<file path="src/common/id_pkg.sv">
// RV64I decode-stage types; covers LUI, OP-IMM, OP, LOAD, STORE, BRANCH, JAL, JALR only (no CSR or *W ops)
package id_pkg;

  localparam int XLEN       = 64;
  localparam int INST_W     = 32;
  localparam int GPR_ADDR_W = 5;
  localparam int NUM_GPR    = 32;

  // major opcodes of the decoded subset
  localparam logic [6:0] OPC_LUI    = 7'b0110111;
  localparam logic [6:0] OPC_OP_IMM = 7'b0010011;
  localparam logic [6:0] OPC_OP     = 7'b0110011;
  localparam logic [6:0] OPC_LOAD   = 7'b0000011;
  localparam logic [6:0] OPC_STORE  = 7'b0100011;
  localparam logic [6:0] OPC_BRANCH = 7'b1100011;
  localparam logic [6:0] OPC_JAL    = 7'b1101111;
  localparam logic [6:0] OPC_JALR   = 7'b1100111;

  typedef enum logic [3:0] {
    ALU_ADD      = 4'd0,
    ALU_SUB      = 4'd1,
    ALU_SLL      = 4'd2,
    ALU_SLT      = 4'd3,
    ALU_SLTU     = 4'd4,
    ALU_XOR      = 4'd5,
    ALU_SRL      = 4'd6,
    ALU_SRA      = 4'd7,
    ALU_OR       = 4'd8,
    ALU_AND      = 4'd9,
    ALU_PASS_IMM = 4'd10   // lui
  } alu_op_e;

  // msb set = control transfer, low 3 bits follow branch funct3
  // jal/jalr sit on the funct3 codes that branches leave unused
  typedef enum logic [3:0] {
    BR_NONE = 4'b0000,
    BR_BEQ  = 4'b1000,
    BR_BNE  = 4'b1001,
    BR_JAL  = 4'b1010,
    BR_JALR = 4'b1011,
    BR_BLT  = 4'b1100,
    BR_BGE  = 4'b1101,
    BR_BLTU = 4'b1110,
    BR_BGEU = 4'b1111
  } br_func_e;

  typedef struct packed {
    logic [INST_W-1:0] inst;
    logic [XLEN-1:0]   pc;
  } fs_to_ds_t;

  typedef struct packed {
    logic [GPR_ADDR_W-1:0] rd;     // zero: nothing to forward
    logic [XLEN-1:0]       result;
  } bypass_t;

  typedef struct packed {
    logic                  wen;
    logic [GPR_ADDR_W-1:0] waddr;
    logic [XLEN-1:0]       wdata;
  } ws_to_rf_t;

  typedef struct packed {
    alu_op_e    alu_op;
    br_func_e   br_func;
    logic       gpr_wen;
    logic       mem_ren;
    logic       mem_wen;
    logic [2:0] mem_op;    // funct3 of load/store
    logic       load_sel;
    logic       invalid;
  } dec_ctrl_t;

  typedef struct packed {
    dec_ctrl_t             ctrl;
    logic [XLEN-1:0]       rs1data;
    logic [XLEN-1:0]       rs2data;
    logic [XLEN-1:0]       imm;
    logic [XLEN-1:0]       pc;
    logic [GPR_ADDR_W-1:0] rd;
  } ds_to_es_t;

  typedef struct packed {
    logic            stall;
    logic            taken;
    logic [XLEN-1:0] target;
  } br_t;

endpackage

</file>
<file path="src/id_pipe_ctrl.sv">
// stage register and handshake; load-use check compares raw rs1/rs2 fields, even if unused by the op
module id_pipe_ctrl #(
  parameter int NUM_BYPASS = 3
) (
  input  logic                          i_clk,
  input  logic                          i_arst_n,
  input  logic                          i_fs_valid,
  input  id_pkg::fs_to_ds_t             i_fs_bus,
  input  logic                          i_es_allowin,
  input  logic                          i_es_load_sel,
  input  id_pkg::bypass_t               i_es_bypass,
  input  logic [id_pkg::GPR_ADDR_W-1:0] i_rs1,
  input  logic [id_pkg::GPR_ADDR_W-1:0] i_rs2,
  output logic                          o_ds_allowin,
  output logic                          o_ds_valid,
  output logic                          o_ds_to_es_valid,
  output logic                          o_stall,
  output id_pkg::fs_to_ds_t             o_ds_bus
);
  import id_pkg::*;

  logic      ds_valid_q;
  fs_to_ds_t ds_bus_q;
  logic      load_stall;
  logic      ready_go;

  // the load-use check reads bypass entry 0, so execute has to exist
  if (NUM_BYPASS < 1) begin : g_bypass_chk
    $error("id_pipe_ctrl: NUM_BYPASS must include the execute entry");
  end

  // load result is not ready until it reaches memory
  assign load_stall = i_es_load_sel && (i_es_bypass.rd != '0) &&
                      ((i_es_bypass.rd == i_rs1) || (i_es_bypass.rd == i_rs2));

  assign ready_go         = !load_stall;
  assign o_ds_allowin     = !ds_valid_q || (ready_go && i_es_allowin);
  assign o_ds_to_es_valid = ds_valid_q && ready_go;
  assign o_ds_valid       = ds_valid_q;
  assign o_stall          = load_stall;
  assign o_ds_bus         = ds_bus_q;

  always_ff @(posedge i_clk or negedge i_arst_n) begin
    if (!i_arst_n) begin
      ds_valid_q <= 1'b0;
    end else if (o_ds_allowin) begin
      ds_valid_q <= i_fs_valid;   // empties when fetch has nothing
    end
  end

  always_ff @(posedge i_clk or negedge i_arst_n) begin
    if (!i_arst_n) begin
      ds_bus_q <= '0;
    end else if (i_fs_valid && o_ds_allowin) begin
      ds_bus_q <= i_fs_bus;
    end
  end

endmodule

</file>
<file path="src/id_gpr_file.sv">
// 32 x 64-bit register file; a write shows on the read ports from the next cycle only
module id_gpr_file (
  input  logic                          i_clk,
  input  logic                          i_arst_n,
  input  logic [id_pkg::GPR_ADDR_W-1:0] i_raddr1,
  input  logic [id_pkg::GPR_ADDR_W-1:0] i_raddr2,
  input  id_pkg::ws_to_rf_t             i_wr,
  output logic [id_pkg::XLEN-1:0]       o_rdata1,
  output logic [id_pkg::XLEN-1:0]       o_rdata2
);
  import id_pkg::*;

  logic [XLEN-1:0] regs [NUM_GPR];

  always_ff @(posedge i_clk or negedge i_arst_n) begin
    if (!i_arst_n) begin
      for (int i = 0; i < NUM_GPR; i++) begin
        regs[i] <= '0;
      end
    end else if (i_wr.wen && (i_wr.waddr != '0)) begin   // x0 is hardwired
      regs[i_wr.waddr] <= i_wr.wdata;
    end
  end

  // no write-through, bypass covers the write-back cycle
  assign o_rdata1 = (i_raddr1 == '0) ? '0 : regs[i_raddr1];
  assign o_rdata2 = (i_raddr2 == '0) ? '0 : regs[i_raddr2];

endmodule

</file>
<file path="src/decode/id_decoder.sv">
// RV64I subset decoder; other opcodes flag invalid, branch funct3 010/011 decode as no branch
module id_decoder (
  input  logic [id_pkg::INST_W-1:0]     i_inst,
  output logic [id_pkg::GPR_ADDR_W-1:0] o_rs1,
  output logic [id_pkg::GPR_ADDR_W-1:0] o_rs2,
  output logic [id_pkg::GPR_ADDR_W-1:0] o_rd,
  output logic [id_pkg::XLEN-1:0]       o_imm,
  output id_pkg::dec_ctrl_t             o_ctrl
);
  import id_pkg::*;

  logic [6:0]      opcode;
  logic [2:0]      funct3;
  logic [6:0]      funct7;
  logic [XLEN-1:0] imm_i;
  logic [XLEN-1:0] imm_s;
  logic [XLEN-1:0] imm_b;
  logic [XLEN-1:0] imm_u;
  logic [XLEN-1:0] imm_j;

  // funct3 to alu op; alt picks sub/sra
  function automatic alu_op_e alu_sel(input logic [2:0] f3, input logic alt);
    alu_op_e op;
    case (f3)
      3'b000:  op = alt ? ALU_SUB : ALU_ADD;
      3'b001:  op = ALU_SLL;
      3'b010:  op = ALU_SLT;
      3'b011:  op = ALU_SLTU;
      3'b100:  op = ALU_XOR;
      3'b101:  op = alt ? ALU_SRA : ALU_SRL;
      3'b110:  op = ALU_OR;
      default: op = ALU_AND;
    endcase
    return op;
  endfunction

  assign opcode = i_inst[6:0];
  assign funct3 = i_inst[14:12];
  assign funct7 = i_inst[31:25];
  assign o_rd   = i_inst[11:7];
  assign o_rs1  = i_inst[19:15];
  assign o_rs2  = i_inst[24:20];

  assign imm_i = {{52{i_inst[31]}}, i_inst[31:20]};
  assign imm_s = {{52{i_inst[31]}}, i_inst[31:25], i_inst[11:7]};
  assign imm_b = {{51{i_inst[31]}}, i_inst[31], i_inst[7], i_inst[30:25], i_inst[11:8], 1'b0};
  assign imm_u = {{32{i_inst[31]}}, i_inst[31:12], 12'b0};
  assign imm_j = {{43{i_inst[31]}}, i_inst[31], i_inst[19:12], i_inst[20], i_inst[30:21], 1'b0};

  always_comb begin
    o_ctrl         = '0;
    o_ctrl.alu_op  = ALU_ADD;
    o_ctrl.br_func = BR_NONE;
    o_imm          = '0;
    case (opcode)
      OPC_LUI: begin
        o_imm          = imm_u;
        o_ctrl.alu_op  = ALU_PASS_IMM;
        o_ctrl.gpr_wen = 1'b1;
      end
      OPC_OP_IMM: begin
        o_imm          = imm_i;
        o_ctrl.alu_op  = alu_sel(funct3, (funct3 == 3'b101) && funct7[5]);  // no subi
        o_ctrl.gpr_wen = 1'b1;
      end
      OPC_OP: begin
        o_ctrl.alu_op  = alu_sel(funct3, funct7[5]);
        o_ctrl.gpr_wen = 1'b1;
      end
      OPC_LOAD: begin
        o_imm           = imm_i;
        o_ctrl.gpr_wen  = 1'b1;
        o_ctrl.mem_ren  = 1'b1;
        o_ctrl.mem_op   = funct3;
        o_ctrl.load_sel = 1'b1;
      end
      OPC_STORE: begin
        o_imm          = imm_s;
        o_ctrl.mem_wen = 1'b1;
        o_ctrl.mem_op  = funct3;
      end
      OPC_BRANCH: begin
        o_imm = imm_b;
        if (funct3[2:1] != 2'b01) begin
          o_ctrl.br_func = br_func_e'({1'b1, funct3});
        end
      end
      OPC_JAL: begin
        o_imm          = imm_j;
        o_ctrl.br_func = BR_JAL;
        o_ctrl.gpr_wen = 1'b1;   // link
      end
      OPC_JALR: begin
        o_imm          = imm_i;
        o_ctrl.br_func = BR_JALR;
        o_ctrl.gpr_wen = 1'b1;
      end
      default: o_ctrl.invalid = 1'b1;
    endcase
  end

endmodule

</file>
<file path="src/decode/id_operand_fwd.sv">
// one source operand's bypass mux; entry 0 has top priority and rd zero never forwards
module id_operand_fwd #(
  parameter int NUM_BYPASS = 3
) (
  input  logic [id_pkg::GPR_ADDR_W-1:0]  i_rs,
  input  logic [id_pkg::XLEN-1:0]        i_rf_data,
  input  id_pkg::bypass_t [NUM_BYPASS-1:0] i_bypass,
  output logic [id_pkg::XLEN-1:0]        o_data
);

  logic [NUM_BYPASS-1:0] hit;

  always_comb begin
    for (int i = 0; i < NUM_BYPASS; i++) begin
      hit[i] = (i_bypass[i].rd != '0) && (i_bypass[i].rd == i_rs);
    end
  end

  // walk oldest to youngest so the lowest index lands last
  always_comb begin
    o_data = i_rf_data;
    for (int i = NUM_BYPASS - 1; i >= 0; i--) begin
      if (hit[i]) begin
        o_data = i_bypass[i].result;
      end
    end
  end

endmodule

</file>
<file path="src/id_branch_unit.sv">
// branch/jump resolve in decode; taken only with a valid stage, stall flags a redirect under load-use
module id_branch_unit (
  input  logic                    i_valid,
  input  logic                    i_stall,
  input  id_pkg::br_func_e        i_br_func,
  input  logic [id_pkg::XLEN-1:0] i_rs1data,
  input  logic [id_pkg::XLEN-1:0] i_rs2data,
  input  logic [id_pkg::XLEN-1:0] i_pc,
  input  logic [id_pkg::XLEN-1:0] i_imm,
  output id_pkg::br_t             o_br
);
  import id_pkg::*;

  logic            cond;
  logic [XLEN-1:0] jalr_sum;

  always_comb begin
    case (i_br_func)
      BR_BEQ:           cond = (i_rs1data == i_rs2data);
      BR_BNE:           cond = (i_rs1data != i_rs2data);
      BR_BLT:           cond = ($signed(i_rs1data) < $signed(i_rs2data));
      BR_BGE:           cond = ($signed(i_rs1data) >= $signed(i_rs2data));
      BR_BLTU:          cond = (i_rs1data < i_rs2data);
      BR_BGEU:          cond = (i_rs1data >= i_rs2data);
      BR_JAL, BR_JALR:  cond = 1'b1;
      default:          cond = 1'b0;
    endcase
  end

  assign jalr_sum = i_rs1data + i_imm;

  assign o_br.taken  = i_valid && cond;
  assign o_br.stall  = o_br.taken && i_stall;   // target not trustworthy yet
  assign o_br.target = (i_br_func == BR_JALR) ? {jalr_sum[XLEN-1:1], 1'b0}
                                              : (i_pc + i_imm);

endmodule

</file>
<file path="src/id_stage.sv">
// decode stage top; bypass entry 0 must be execute, 1 memory, 2 write-back (lower index wins)
module id_stage #(
  parameter int NUM_BYPASS = 3
) (
  input  logic                                i_clk,
  input  logic                                i_arst_n,
  // fetch side
  input  logic                                i_fs_valid,
  input  id_pkg::fs_to_ds_t                   i_fs_bus,
  output logic                                o_ds_allowin,
  // execute side
  input  logic                                i_es_allowin,
  input  logic                                i_es_load_sel,   // execute holds a load
  output logic                                o_ds_to_es_valid,
  output id_pkg::ds_to_es_t                   o_ds_to_es_bus,
  // write-back and bypass
  input  id_pkg::ws_to_rf_t                   i_ws_to_rf,
  input  id_pkg::bypass_t [NUM_BYPASS-1:0]    i_bypass,
  // redirect to fetch
  output id_pkg::br_t                         o_br
);
  import id_pkg::*;

  fs_to_ds_t                   ds_bus;
  logic                        ds_valid;
  logic                        ds_stall;
  logic [GPR_ADDR_W-1:0]       rs1;
  logic [GPR_ADDR_W-1:0]       rs2;
  logic [GPR_ADDR_W-1:0]       rd;
  logic [XLEN-1:0]             imm;
  dec_ctrl_t                   ctrl;
  logic [1:0][GPR_ADDR_W-1:0]  rs_addr;   // [0] rs1, [1] rs2
  logic [1:0][XLEN-1:0]        rf_data;
  logic [1:0][XLEN-1:0]        fwd_data;

  id_pipe_ctrl #(
    .NUM_BYPASS       (NUM_BYPASS)
  ) u_pipe_ctrl (
    .i_clk            (i_clk),
    .i_arst_n         (i_arst_n),
    .i_fs_valid       (i_fs_valid),
    .i_fs_bus         (i_fs_bus),
    .i_es_allowin     (i_es_allowin),
    .i_es_load_sel    (i_es_load_sel),
    .i_es_bypass      (i_bypass[0]),
    .i_rs1            (rs1),
    .i_rs2            (rs2),
    .o_ds_allowin     (o_ds_allowin),
    .o_ds_valid       (ds_valid),
    .o_ds_to_es_valid (o_ds_to_es_valid),
    .o_stall          (ds_stall),
    .o_ds_bus         (ds_bus)
  );

  id_decoder u_decoder (
    .i_inst (ds_bus.inst),
    .o_rs1  (rs1),
    .o_rs2  (rs2),
    .o_rd   (rd),
    .o_imm  (imm),
    .o_ctrl (ctrl)
  );

  id_gpr_file u_gpr_file (
    .i_clk    (i_clk),
    .i_arst_n (i_arst_n),
    .i_raddr1 (rs1),
    .i_raddr2 (rs2),
    .i_wr     (i_ws_to_rf),
    .o_rdata1 (rf_data[0]),
    .o_rdata2 (rf_data[1])
  );

  assign rs_addr = {rs2, rs1};

  for (genvar g = 0; g < 2; g++) begin : g_fwd
    id_operand_fwd #(
      .NUM_BYPASS (NUM_BYPASS)
    ) u_operand_fwd (
      .i_rs       (rs_addr[g]),
      .i_rf_data  (rf_data[g]),
      .i_bypass   (i_bypass),
      .o_data     (fwd_data[g])
    );
  end

  id_branch_unit u_branch_unit (
    .i_valid    (ds_valid),
    .i_stall    (ds_stall),
    .i_br_func  (ctrl.br_func),
    .i_rs1data  (fwd_data[0]),
    .i_rs2data  (fwd_data[1]),
    .i_pc       (ds_bus.pc),
    .i_imm      (imm),
    .o_br       (o_br)
  );

  assign o_ds_to_es_bus.ctrl    = ctrl;
  assign o_ds_to_es_bus.rs1data = fwd_data[0];
  assign o_ds_to_es_bus.rs2data = fwd_data[1];
  assign o_ds_to_es_bus.imm     = imm;
  assign o_ds_to_es_bus.pc      = ds_bus.pc;
  assign o_ds_to_es_bus.rd      = rd;

endmodule

</file>
<file path="config.mk">
export PLATFORM = sky130hd
export DESIGN_NAME = id_stage
export DESIGN_NICKNAME = d
export VERILOG_FILES = /design/src/common/id_pkg.sv /design/src/id_pipe_ctrl.sv /design/src/id_gpr_file.sv /design/src/decode/id_decoder.sv /design/src/decode/id_operand_fwd.sv /design/src/id_branch_unit.sv /design/src/id_stage.sv
export SDC_FILE = /design/constraint.sdc
export NUM_CORES = 2
export LEC_CHECK = 0
export BUFFER_PORTS_ARGS = -buffer_cell sky130_fd_sc_hd__buf_4
export CAP_MARGIN = 20
export CORE_ASPECT_RATIO = 0.75
export CORE_MARGIN = 1.5
export CORE_UTILIZATION = 36
export DETAILED_ROUTE_END_ITERATION = 16
export GPL_TIMING_DRIVEN = 0
export MAX_ROUTING_LAYER = met4
export REMOVE_ABC_BUFFERS = 1
export SLEW_MARGIN = 15
export SYNTH_ARGS = -nofsm -noshare
export SYNTH_HDL_FRONTEND = slang
export SYNTH_SLANG_ARGS = --single-unit
export TNS_END_PERCENT = 20
</file>
<file path="constraint.sdc">
create_clock -name i_clk -period 15.9 [get_ports i_clk]
set_input_delay 2.385 -clock i_clk [delete_from_list [all_inputs] [get_ports i_clk]]
set_output_delay 2.385 -clock i_clk [all_outputs]
set_load 0.005 [all_outputs]
</file>
==> results.txt <==
- Entering global routing, the biggest net connects 164 pins.
- Of all nets on the critical path, the largest fanout is 32.
- Die Y: 514 um
- Dividing the synthesized area by the synthesized cell count gives 14.3 sq um.
* Total routed wirelength: 505 mm
* Setup repair after global routing missed its margin: no
- Clock tree from TritonCTS: built
- Final count of pins violating max slew: 0
- Worst-margin pin slew: 1290 ps
- Layout fillers: 30,600
* Wire length of the first global-routing pass: 706 mm
- In the final design database the tool counted 9,693 nets.
- Sequential area share after synthesis: 0.428
- In the routed layout, each cell is associated on average with a via count of 6.23.
* Share of power burned in registers: 0.343
- Buffers placed on the I/O ports in this run total 722.
- Effective utilization at floorplan: 0.362
* DRC violation total after the first TritonRoute iteration: 9,441
* Share of layout cells above drive strength 1: 0.545
- CTS root buffer: sky130_fd_sc_hd__clkbuf_16
- For this design the top-level I/O count stands at 723.
* Sw Share: 0.349
- Data arrival, critical path: 11,820 ps
- Of the total power, combinational logic draws 0.391.
- For this run, the leading register cell type out of synthesis is sky130_fd_sc_hd__dfrtp_1.
* Hold Slack: 392 ps
- Number of gates given a new drive strength after cts: 0
- The synthesized design contains 0 enable-type register cells.
- The total area inside the core boundary comes to 0.347 sq mm.
- The detail route stage leaves a number of antenna-violating nets equal to 0.
- For this design the ratio of total power to cell area is 144 mW/mm^2.
- For this run, design rule violations remaining after detail routing come to 0.
- Leakage power: 64.6 nW
- Summed over all nets, the switching power comes to 7.47 mW.
* YS warnings: 0
- Total design power: 21.4 mW
* Type of the setup path with the least slack: reg -> out
* Result of the run: complete, no violations
- The worst path in the final design needs a cycle of 14,210 ps, including I/O delays and setup.
* # hold bufs at CTS: 0
- Area taken by flip-flops and latches: 0.0537 sq mm
* Type of the worst min-delay path: reg -> reg
* Mapped Cells: 8,803
* Setup crit end kind: output port
- Number of placed cells counting well taps: 13,500
- Clock network latency to the later pin of the worst-skew pair: 940 ps
* Final setup violation count: 0
* Via count of the first global-routing pass: 89,300
- STA classifies the critical path startpoint as a register.
- Cell area after technology mapping: 0.126 sq mm
- Mean routed wirelength per cell: 36.0 um
- Buffers inserted during clock tree synthesis total 239.
- Design internal power: 13.9 mW
- Die area: 0.352 sq mm
* DP Area: 0.140 sq mm
- The floorplan has 187 rows.
- The count of final hold-check violations is 0.
- Peak clock frequency supported by timing: 70.4 MHz
- Number of H-tree levels: 4
- Final total negative setup slack: 0 ps
- Antenna violations before repair: 64
* Worst endpoint required time: 13,520 ps
- CTS saw 2,145 sinks.
- Of the available clock period, the critical path in the final layout requires 0.893.
- The top cell types in the final layout, fill and taps aside, are 2,211 x sky130_fd_sc_hd__mux2_2, 2,135 x sky130_fd_sc_hd__dfrtp_1, 1,272 x sky130_fd_sc_hd__mux4_2, 777 x sky130_fd_sc_hd__buf_4, 245 x sky130_fd_sc_hd__a21oi_1.
- Half-perimeter wire length after detailed placement: 363 mm
- IR analysis of the VDD net gives a maximum drop of 0.118 mV.
* Tightest slew margin relative to the limit: 0.142
- Flop-to-flop setup slack: 11,010 ps
- Last weighted congestion value of the routability-driven placer: 0.956
- Clock network power share: 0.266
- Layout Area Growth over Synthesis: 18.3%
* Number of synthesized register bits: 2,145
- Worst-case clock buffer depth: 4
* Total global-route track usage: 0.290
* Highest cell delay on the worst timing path: 910 ps
- Post-CTS Setup Inserts: 0
- Most common cell after layout, fill and taps aside: sky130_fd_sc_hd__mux2_2
* Top cell by count, worst path: sky130_fd_sc_hd__buf_4
* Post-route design area: 0.149 sq mm
- The tool flagged a number of max-cap violations equal to 0.
* Library cells used by synthesis: 83
- On the critical path, the stage with the largest delay is an instance of sky130_fd_sc_hd__nor4_2.
* Total via count in the routed design: 87,300
* First drt pass iteration count: 6
- Measured along the x axis, the die boundary spans 685 um.
- For the final database, setup skew stands at 48.2 ps.
- Number of cells in the finished layout apart from fillers: 14,000
- After synthesis, the share of flip-flops with an asynchronous set or reset is 1.00.
- Remaining Overflow, GRT: 0
- Reg clk slew, reported paths: 60 ps
* Area occupied by multi-input gates: 0.0677 sq mm
==> worst paths after layout <==
check                                                startpoint                              endpoint  cells past startpoint
max reg2reg                u_pipe_ctrl.o_ds_bus[79]$_DFFE_PN0P_  u_pipe_ctrl.o_ds_bus[38]$_DFFE_PN0P_                     14
max in group asynchronous                              i_arst_n  u_pipe_ctrl.o_ds_bus[83]$_DFFE_PN0P_                      7
min in group asynchronous                              i_arst_n      u_gpr_file.regs[629]$_DFFE_PN0P_                      1
min                           u_gpr_file.regs[1994]$_DFFE_PN0P_     u_gpr_file.regs[1994]$_DFFE_PN0P_                      0
min reg2reg                   u_gpr_file.regs[1994]$_DFFE_PN0P_     u_gpr_file.regs[1994]$_DFFE_PN0P_                      0
max                        u_pipe_ctrl.o_ds_bus[79]$_DFFE_PN0P_                              o_br[65]                     28
==> kinds of logic (layout without fill, tap and decap cells) <==
group | Yosys count | in the layout | share of synthesized area
adders and majority gates | 191 | 191 | 0.0192
AOI/OAI and AO/OA | 942 | 942 | 0.0495
DFF | 2145 | 2145 | 0.428
xor gates and xnor gates | 143 | 143 | 0.00998
and+or+nand+nor | 762 | 762 | 0.0289
other | 0 | 72 | 0
muxes | 3499 | 3499 | 0.428
buffers and inverters | 1121 | 1632 | 0.0371
==> sequential cells by signal, summed over array words and instances (netlist names) <==
signal	flops
u_pipe_ctrl.o_ds_bus	96
u_pipe_ctrl.o_ds_valid	1
u_gpr_file.regs	2048
==> stage by stage <==
step           worst slack [ps]   util
2_1_floorplan            -18380      -
3_3_place_gp             -66890  0.382
3_5_place_dp               2240  0.405
4_1_cts                    2050  0.428
5_1_grt                    1550  0.429
6_report                   1690  0.429
==> synthesized netlist by cell type, drive strengths merged (8+ instances only) <==
master  count  area [sq um]
mux2     2211         24900
dfrtp    2145         53700
mux4     1272         28600
clkbuf    794          2980
a21oi     258          1300
o21ai     240          1200
nand2     226           851
buf       225          1300
nor2      199           749
ha        189          2360
a21o      156          1170
inv       102           383
xnor2     102           893
nor3       98           495
a221oi     70           613
a221o      66           661
nand4      47           294
xor2       41           359
nand3      32           160
nand2b     26           163
nor2b      25           156
o21bai     25           188
and2       19           119
and3       18           113
mux2i      16           160
o21a       15           113
or3        15          93.8
o31ai      13           125
nor4       12          75.1
a211oi     11          87.6
a21boi     11          82.6
nand3b      8          60.1
or4         8          60.1
==> worst max-delay path, delay by kind of cell (launching register included) <==
kind                       cells  cell delay, ps
xor gates and xnor gates       1             130
and+or+nand+nor                9            4400
buffers and inverters         10            2450
AOI/OAI and AO/OA              7            2150
adders and majority gates      1             870
DFF                            1             720
==> layout make-up <==
cell class,count,share of cell area
tap,4630,0.0390
timing repair buffer,1099,0.0866
antenna,72,0.00121
clock buffer,357,0.0475
sequential,2145,0.362
clock inverter,74,0.00576
multi-input combinational,5537,0.456
inverter,102,0.00259
==> layer usage <==
metal	global-route usage	routed length, um
met5	-	0
met4	0.176	37300
met3	0.0667	42600
met2	0.429	228000
met1	0.361	197000
==> power by group through the flow <==
stage / combinational, mW / clock, mW / sequential [mW]
floorplan: 5.82 / 0 / 7.45
global placement: 9.63 / 0 / 7.99
detailed placement: 8.26 / 0 / 7.41
CTS: 8.30 / 5.76 / 7.32
global route: 8.70 / 5.98 / 7.47
finish: 8.38 / 5.69 / 7.35
Power figures use the tool's default switching activity.
